===== src/source/cachePkg.sv =====
// cache geometry, coherence state, address union, port request and response structs
package cachePkg;

	// address split
	localparam int tagWidth    = 6;
	localparam int indexWidth  = 4;
	localparam int offsetWidth = 2;
	localparam int addrWidth   = tagWidth + indexWidth + offsetWidth;

	// associativity and line geometry
	localparam int wayBits      = 2;
	localparam int numWays      = 1 << wayBits;
	localparam int numSets      = 1 << indexWidth;
	localparam int wordsPerLine = 1 << offsetWidth;
	localparam int dataWidth    = 16;

	// coherence state with invalid held at zero
	typedef enum logic [1:0] {
		stateInvalid   = 2'd0,
		stateShared    = 2'd1,
		stateExclusive = 2'd2,
		stateModified  = 2'd3
	} lineStateE;

	typedef struct packed {
		logic [tagWidth-1:0]    tag;
		logic [indexWidth-1:0]  index;
		logic [offsetWidth-1:0] offset;
	} addrFieldsT;

	// same bus word seen flat or split into fields
	typedef union packed {
		logic [addrWidth-1:0] raw;
		addrFieldsT           fields;
	} cacheAddrU;

	typedef struct packed {
		cacheAddrU              addr;
		logic [dataWidth-1:0]   dataIn;
		lineStateE              stateIn;
		logic                   writeTag;
		logic                   writeData;
		logic                   writeState;
	} cpuReqT;

	typedef struct packed {
		logic                   hit;
		logic [wayBits-1:0]     way;
		logic [tagWidth-1:0]    tagOut;
		logic [dataWidth-1:0]   dataOut;
		lineStateE              stateOut;
	} cpuRespT;

	typedef struct packed {
		cacheAddrU              addr;
		lineStateE              stateIn;
		logic                   writeState;
	} snoopReqT;

	typedef struct packed {
		logic                   hit;
		logic [wayBits-1:0]     way;
		logic [dataWidth-1:0]   dataOut;
		lineStateE              stateOut;
	} snoopRespT;

	// what a single way returns for one port
	typedef struct packed {
		logic                   hit;
		logic [tagWidth-1:0]    tagOut;
		logic [dataWidth-1:0]   dataOut;
		lineStateE              stateOut;
	} wayLookupT;

endpackage


===== src/source/directMappedWay.sv =====
// one cache way with tag, state and data storage and two lookup ports
module directMappedWay (
	input  logic                clock,
	input  logic                rstN,
	input  cachePkg::cpuReqT    cpuReq,
	input  logic                cpuWriteTag,
	input  logic                cpuWriteData,
	input  logic                cpuWriteState,
	input  cachePkg::snoopReqT  snoopReq,
	input  logic                snoopWriteState,
	output cachePkg::wayLookupT cpuLookup,
	output cachePkg::wayLookupT snoopLookup
);

	// per set storage
	logic [cachePkg::tagWidth-1:0]  tagMem   [cachePkg::numSets];
	cachePkg::lineStateE            stateMem [cachePkg::numSets];
	logic [cachePkg::dataWidth-1:0] dataMem  [cachePkg::numSets][cachePkg::wordsPerLine];

	logic [cachePkg::indexWidth-1:0]  cpuIndex;
	logic [cachePkg::offsetWidth-1:0] cpuOffset;
	logic [cachePkg::indexWidth-1:0]  snoopIndex;
	logic [cachePkg::offsetWidth-1:0] snoopOffset;

	assign cpuIndex    = cpuReq.addr.fields.index;
	assign cpuOffset   = cpuReq.addr.fields.offset;
	assign snoopIndex  = snoopReq.addr.fields.index;
	assign snoopOffset = snoopReq.addr.fields.offset;

	// read one set for one port
	function automatic cachePkg::wayLookupT lookup(
		input logic [cachePkg::indexWidth-1:0]  index,
		input logic [cachePkg::offsetWidth-1:0] offset,
		input logic [cachePkg::tagWidth-1:0]    tag
	);
		cachePkg::wayLookupT result;
		result.tagOut   = tagMem[index];
		result.dataOut  = dataMem[index][offset];
		result.stateOut = stateMem[index];
		// invalid lines never hit, whatever the stale tag holds
		result.hit      = (tagMem[index] == tag) &&
			(stateMem[index] != cachePkg::stateInvalid);
		return result;
	endfunction

	always_comb begin
		cpuLookup   = lookup(cpuIndex, cpuOffset, cpuReq.addr.fields.tag);
		snoopLookup = lookup(snoopIndex, snoopOffset, snoopReq.addr.fields.tag);
	end

	// tag and data payload
	always_ff @(posedge clock) begin
		if (cpuWriteTag) begin
			tagMem[cpuIndex] <= cpuReq.addr.fields.tag;
		end
		if (cpuWriteData) begin
			dataMem[cpuIndex][cpuOffset] <= cpuReq.dataIn;
		end
	end

	// cpu state write comes last so it wins on the same set
	always_ff @(posedge clock or negedge rstN) begin
		if (!rstN) begin
			for (int s = 0; s < cachePkg::numSets; s++) begin
				stateMem[s] <= cachePkg::stateInvalid;
			end
		end else begin
			if (snoopWriteState) begin
				stateMem[snoopIndex] <= snoopReq.stateIn;
			end
			if (cpuWriteState) begin
				stateMem[cpuIndex] <= cpuReq.stateIn;
			end
		end
	end

	// a colliding snoop write is only harmless when it agrees with the cpu
	snoopWriteLost: assert property (@(posedge clock) disable iff (!rstN)
		!(cpuWriteState && snoopWriteState && (cpuIndex == snoopIndex) &&
			(cpuReq.stateIn != snoopReq.stateIn)))
		else $error("snoop state write to set %0d lost to cpu write", snoopIndex);

endmodule


===== config.mk =====
export PLATFORM = sky130hd
export DESIGN_NAME = directMappedWay
export DESIGN_NICKNAME = d
export VERILOG_FILES = /design/src/source/cachePkg.sv /design/src/source/directMappedWay.sv
export SDC_FILE = /design/constraint.sdc
export NUM_CORES = 1
export LEC_CHECK = 0
export BUFFER_PORTS_ARGS = -buffer_cell sky130_fd_sc_hd__clkbuf_2
export CAP_MARGIN = 20
export CORE_ASPECT_RATIO = 0.75
export CORE_MARGIN = 3
export CORE_UTILIZATION = 66
export CTS_BUF_LIST = sky130_fd_sc_hd__clkbuf_8
export DETAILED_ROUTE_END_ITERATION = 6
export GPL_TIMING_DRIVEN = 0
export PLACE_DENSITY_LB_ADDON = 0.2
export SLEW_MARGIN = 10
export SYNTH_ARGS = -nofsm -noshare
export SYNTH_HDL_FRONTEND = slang
export SYNTH_SLANG_ARGS = --single-unit

===== constraint.sdc =====
create_clock -name clock -period 5.2 [get_ports clock]
set_input_delay 0.52 -clock clock [delete_from_list [all_inputs] [get_ports clock]]
set_output_delay 0.52 -clock clock [all_outputs]
set_load 0.005 [all_outputs]

==> results of run 1 <==
[cell usage in the layout (no fill, tap or decap), types with 54 or more instances in the layout]
cell,netlist,routed
buf_2,73,79
nand2_1,132,132
clkbuf_2,0,82
mux4_2,682,682
edfxtp_1,1120,1120
buf_8,0,54
mux2i_1,75,75
clkbuf_1,80,77
clkbuf_8,0,173
inv_1,1,56
[synth_stat cells, drive strengths merged (32+ instances only)]
cell type / number
o21ai: 35
mux4: 682
dfrtp: 32
a22oi: 46
nand2: 132
nor2: 85
and3: 39
mux2i: 75
clkbuf: 80
nand3: 51
edfxtp: 1120
buf: 128
[what timing repair did]
item,in CTS,in global routing
hold buffers,1,0
setup endpoints to repair,0,1
gates resized for setup,0,3
hold endpoints to repair,32,0
setup buffers,0,0
[cell families after synthesis]
| logic type | count (synthesis) |
|---|---|
| and+or+nand+nor | 340 |
| AOI/OAI and AO/OA | 112 |
| buffers and inverters | 210 |
| xor gates and xnor gates | 19 |
| muxes | 763 |
| DFF | 1152 |
[how the worst min path moves through the flow]
stage | slack [ns] | end | start
2_1_floorplan | 0.22 | stateMem[0]$_DFF_PN0_ | rstN
3_5_place_dp | 0.58 | stateMem[9]$_DFF_PN0_ | stateMem[9]$_DFF_PN0_
5_1_grt | 0.04 | dataMem[11][60]$_DFFE_PP_ | cpuReq[17]
3_3_place_gp | 0.57 | stateMem[21]$_DFF_PN0_ | stateMem[21]$_DFF_PN0_
4_1_cts | 0.01 | stateMem[9]$_DFF_PN0_ | cpuReq[4]
6_report | 0.04 | dataMem[7][60]$_DFFE_PP_ | cpuReq[17]
[metrics by stage]
step,utilization (%),worst slack [ns],cell area (um2),total power [mW],TNS [ns]
finish,75.0,-0.124,60600,19.7,-0.124
global route,74.9,0.0986,60600,20.0,0
CTS,74.5,0.315,60300,19.5,0
detailed placement,70.7,0.316,57200,12.7,0
global placement,69.1,0.205,55900,12.6,0
floorplan,-,2.22,54100,11.7,0
[power by group through the flow]
stage,Sequential (mW),Combinational [mW],Clock [mW]
2_1_floorplan,10.6,1.18,0
3_3_place_gp,10.6,2.00,0
3_5_place_dp,10.6,2.09,0
4_1_cts,10.4,2.10,6.95
5_1_grt,10.4,2.26,7.37
6_report,10.4,2.24,7.04
[final cells by class]
cell class	instances	share of cell area, %
flip-flops and latches	1152	56.8
clock inverters	135	1.21
multi-input cells	1234	31.1
repair buffers	173	2.96
inverters	2	0.0124
diodes	7	0.0289
plain buffers	208	1.73
clock buffers	173	3.93
well taps	1058	2.18
[sequential cells by signal, summed over array words and instances, names as in the netlist]
register / flops
dataMem: 1024
tagMem: 96
stateMem: 32
[per-layer routing]
layer	part of all wire, %	wire length (um)	GRT usage, %
met2	42	76300	57.9
met3	21	38000	24.9
met1	31	56400	57.7
met4	5.8	10500	21.1
met5	0.22	395	1.12
[worst register-to-register path, delay by kind of cell, from the launching register on]
family	cells	cell delay (ns)
AOI/OAI and AO/OA	1	0.11
DFF	1	0.42
muxes	1	0.18
==> flow_metrics.tcl, run 1 <==
set metrics [dict create \
    cts_tree "built" \
    worst_pin_slew_ns 1.27 \
    slowest_stage "clkdlybuf4s15_1" \
    synth_top_cell_by_area "edfxtp_1" \
    synth_ff_type "edfxtp_1" \
    status "finished, violations left" \
    rr_worst_depth 2 \
    synth-seq-area-share_pct 63.6 \
    multi_input_area_mm2 0.0189 \
    avgSynthCellArea_um2 20.8 \
    p_int_mw 14.6 \
    initial_core_util_pct 66.9 \
    die-area_mm2 0.0855 \
    synthSimpleGateAreaFrac_pct 2.84 \
    path_buf_inv 5 \
    cts-buffers-inserted 171 \
    synth_xor_area_share_pct 0.307 \
    yosys.area.top_type_share_pct 62.1 \
    worstReg2RegEnd "stateMem[22]$_DFF_PN0_" \
    crit_cells 9 \
    synth_edf_count 1120 \
    drtAntennaViolNets 0 \
    syn_inst 2596 \
    cp-end-kind "output port" \
    finalCritPeriodShare_pct 102 \
    clk_pin_slew_ns 0.07 \
    dp.cells 3808 \
    worstPathCellList "clkbuf_2 -> buf_2 -> clkbuf_1 -> clkdlybuf4s15_1 -> mux4_2 -> mux4_2 -> a22oi_1 -> nand2_1 -> clkbuf_2" \
    regArea_mm2 0.0344 \
    cp-endpoint "cpuLookup[11]" \
    synth_seq_cells 1152 \
    critPathLaunch "cpuReq[24]" \
    r2r_start "stateMem[22]$_DFF_PN0_" \
    slew_violations 0 \
    hold_class "input port to register" \
    routed_wl_um 182000 \
    grt_first_pass_wirelength_um 249000 \
    dieHeight_um 254 \
    fin_hold_ws_ns 0.0386 \
    fillers 4396 \
    setup_ws_ns -0.124 \
    die_w_um 337 \
    hold_viol_final 0 \
    first_pass_iters 7 \
    cts_root_buffer "clkbuf_8" \
    violations "negative setup slack" \
    fin_skew_ns 0 \
    final_nets 2996 \
    r2r_slack_ns 4.37 \
    synthTopCellsByArea "edfxtp_1 62%, mux4_2 28%, dfrtp_1 1.5%, mux2i_1 1.4%, nand2_1 0.92%" \
    seq_power_share_pct 52.9 \
    leakagePower_nw 19.6 \
    drt_iter0_markers 6924 \
    slowest_delay_ns 0.88 \
    worstSetupStartpointType "input port" \
    arrival_ns 4.80 \
    grt.overflow.total 0 \
    finalCriticalPeriod_ns 5.32 \
    synthArstFlopShare_pct 2.78 \
    fin_cells 4142 \
    synthAdderAreaFrac_pct 0 \
    antenna_found_initial 15 \
    route.detailed.drc 0 \
    slew_headroom_pct 15.5 \
    dp_hpwl_um 124000 \
    whs_path_depth 1 \
    clk_path_buf_depth 3 \
    top_level_ports 104 \
    cap_violations 0 \
    cts_max_level 4 \
    gp_congestion 1.00 \
    yosys_warnings 0 \
    p_sw_share_pct 26.1 \
    criticalPathCategory "input port to output port" \
    drive_gt1_share_pct 40.3 \
    track_usage_pct 43.4 \
    clock_latency_ns 0.84 \
    grt_pass1_vias 33000 \
    area_growth_pct 12.0 \
    critPathRequiredTime_ns 4.68 \
    grt_max_degree 65 \
    vias 33800 \
    io_buffer_count 90 \
    synthesis.nets 2650 \
    powerDensity_mw_per_mm2 325 \
    syn-cell-area_mm2 0.0541 \
    synth_compound_area_share_pct 1.40 \
    max_freq_ghz 0.188 \
    yosysUniqueCellTypes 39 \
    switchingPower_mw 5.14 \
    combPwrFrac_pct 11.4 \
    cp_max_fo 10 \
    cpLargestDelayFamily "buffers and inverters" \
    rsz0062_at_grt "false" \
    fp.coreArea_mm2 0.0809 \
    setup_violations 1 \
    clock_power_share_pct 35.8 \
    vdd_drop_max_v 0.000327 \
    wl_per_cell_um 43.8 \
    cts.sink_count 1152 \
    rows 90 \
    synth_top_family_by_area "multiplexers" \
    synth.mux.area_fraction_pct 29.9 \
    routed_via_density 8.15 \
]
Power figures use the tool's default switching activity.
==> run 2: changes to the inputs <==
- CORE_UTILIZATION: 66 -> 59
- HOLD_SLACK_MARGIN: default -> 0.06
- clock period: 5.2 -> 4.52 ns (I/O delays scaled with it)
==> run 2 against run 1 <==
  * The flow still finishes with violations (negative setup slack)
  * Sequential cell count is the same
  * Critical path depth shrank 1
  * Non-clock buffer count shrank 3
  * Hold slack gained 0.044 ns
  * Sequential share of layout area shrank 0.12 points
  * Critical path type unchanged
==> flow_metrics.tcl, run 2 (synthesized netlist as in run 1, its figures left out) <==
set metrics [dict create \
    io_buffer_count 90 \
    drt_iter0_markers 6663 \
    grt.overflow.total 0 \
    hold_class "input port to register" \
    routed_wl_um 183000 \
    cap_violations 0 \
    r2r_start "stateMem[10]$_DFF_PN0_" \
    wl_per_cell_um 42.5 \
    critPathRequiredTime_ns 4.07 \
    switchingPower_mw 5.88 \
    slowest_delay_ns 0.85 \
    r2r_slack_ns 3.22 \
    slew_headroom_pct 13.4 \
    gp_congestion 1.01 \
    combPwrFrac_pct 11.5 \
    first_pass_iters 7 \
    regMostFlops "dataMem" \
    vias 33300 \
    worstReg2RegEnd "stateMem[10]$_DFF_PN0_" \
    worstSetupStartpointType "input port" \
    final_nets 2998 \
    cts_max_level 4 \
    cts_root_buffer "clkbuf_8" \
    clk_path_buf_depth 3 \
    worst_pin_slew_ns 1.30 \
    grt_pass1_vias 32500 \
    fillers 5732 \
    cp_max_fo 10 \
    slowest_stage "clkbuf_1" \
    dieHeight_um 268 \
    post-cts-setup-buffer-count 0 \
    status "finished, violations left" \
    final_common_cell "edfxtp_1" \
    leakagePower_nw 19.6 \
    crit_cells 8 \
    p_sw_share_pct 26.0 \
    initial_core_util_pct 60.0 \
    critPathLaunch "snoopReq[8]" \
    antenna_found_initial 12 \
    cp-endpoint "snoopLookup[10]" \
    cts.sink_count 1152 \
    die-area_mm2 0.0954 \
    p_int_mw 16.7 \
    grt_max_degree 65 \
    setup_ws_ns -0.206 \
    finalCriticalPeriod_ns 4.73 \
    rr_worst_depth 3 \
    cp-end-kind "output port" \
    dp_hpwl_um 126000 \
    powerDensity_mw_per_mm2 372 \
    grt_first_pass_wirelength_um 251000 \
    drive_gt1_share_pct 40.4 \
    fp.coreArea_mm2 0.0902 \
    track_usage_pct 38.9 \
    area_growth_pct 12.2 \
    fin_skew_ns 0 \
    hold_viol_final 0 \
    layout_common_cells "1,120 x edfxtp_1, 682 x mux4_2, 180 x clkbuf_8" \
    violations "negative setup slack" \
    cpLargestDelayFamily "buffers and inverters" \
    routed_via_density 7.76 \
    rows 95 \
    worstPathCellList "clkbuf_1 -> inv_1 -> clkbuf_1 -> buf_1 -> nand3_1 -> a32oi_1 -> nand3_1 -> clkbuf_2" \
    total_power_mw 22.6 \
    route.detailed.drc 0 \
    cts-buffers-inserted 176 \
    vdd_drop_max_v 0.000303 \
    die_w_um 356 \
    drtAntennaViolNets 0 \
    rsz0062_at_grt "true" \
    reg_top3 "dataMem (1024), tagMem (96), stateMem (32)" \
    slew_violations 0 \
    largest_register_ffs 1024 \
    finalCritPeriodShare_pct 105 \
    cts_tree "built" \
    path_buf_inv 5 \
    postLayoutCoreUtil_pct 67.3 \
    arrival_ns 4.27 \
    clock_power_share_pct 35.5 \
    clock_latency_ns 0.83 \
    setup_violations 6 \
    max_freq_ghz 0.212 \
    top_level_ports 104 \
    seq_power_share_pct 53.0 \
    criticalPathCategory "input port to output port" \
    clk_pin_slew_ns 0.06 \
    tns_ns -0.390 \
]
## run 2: cell count changes in the layout (fill, tap and decap cells not counted), moves of 4 or more
cell,change
clkbuf_8,+7
buf_1,-8
nor2_2,-12
nor2_4,+12
clkbuf_2,+17
buf_16,-4
clkbuf_1,-8
buf_8,-15
dlygate4sd3_1,+16
## run 2: layer usage
| metal | GRT usage, % | routed length, um | part of all wire [%] |
|---|---|---|---|
| met1 | 54.6 | 62700 | 34 |
| met4 | 15.5 | 8280 | 4.5 |
| met3 | 21.2 | 36300 | 20 |
| met5 | 0.0488 | 117 | 0.064 |
| met2 | 51.3 | 75200 | 41 |
## run 2: per-stage QoR
step,area [um2],hold slack (ns),worst slack [ns],std cells
after CTS,60500,0.0642,0.0256,4276
after global placement,56100,0.564,-0.761,3898
after floorplan,54100,0.156,1.63,2596
after global routing,60700,0.0760,-0.00424,4289
final,60700,0.0828,-0.206,4295
after detailed placement,57300,0.577,-0.314,3953
## run 2: how the worst min path moves through the flow
stage	from	to	cells after the start
after floorplan	rstN	stateMem[0]$_DFF_PN0_	0
after global placement	stateMem[19]$_DFF_PN0_	stateMem[19]$_DFF_PN0_	2
after detailed placement	rstN	stateMem[1]$_DFF_PN0_	1
after CTS	cpuWriteState	stateMem[9]$_DFF_PN0_	4
after global routing	cpuReq[19]	dataMem[11][30]$_DFFE_PP_	1
final	cpuReq[19]	dataMem[11][30]$_DFFE_PP_	1
## run 2: worst register-to-register path: cells and delay by family (launching register included)
family	cells	cell delay [ns]
muxes	1	0.14
buffers and inverters	1	0.56
DFF	1	0.42
AOI/OAI and AO/OA	1	0.08
## run 2: area by class of cell
class,instances,area (um2),share of cell area (%)
inverters,2,7.51,0.0124
multi-input cells,1234,18900,31.2
clock inverters,130,628,1.03
repair buffers,171,1650,2.72
diodes,7,17.5,0.0288
clock buffers,180,2480,4.08
well taps,1212,1520,2.50
plain buffers,207,1070,1.76
flip-flops and latches,1152,34400,56.7
## run 2: power groups by stage
stage	clock network (mW)	logic (mW)	registers [mW]
floorplan	0	1.36	12.2
global placement	0	2.34	12.2
detailed placement	0	2.44	12.2
CTS	7.95	2.46	12.0
global route	8.50	2.64	12.0
finish	8.01	2.59	12.0
## run 2: what timing repair did
action	in CTS	in global routing
gates resized for setup	8	22
endpoints found under the hold margin	125	38
hold buffers	14	3
endpoints found under the setup margin	10	13
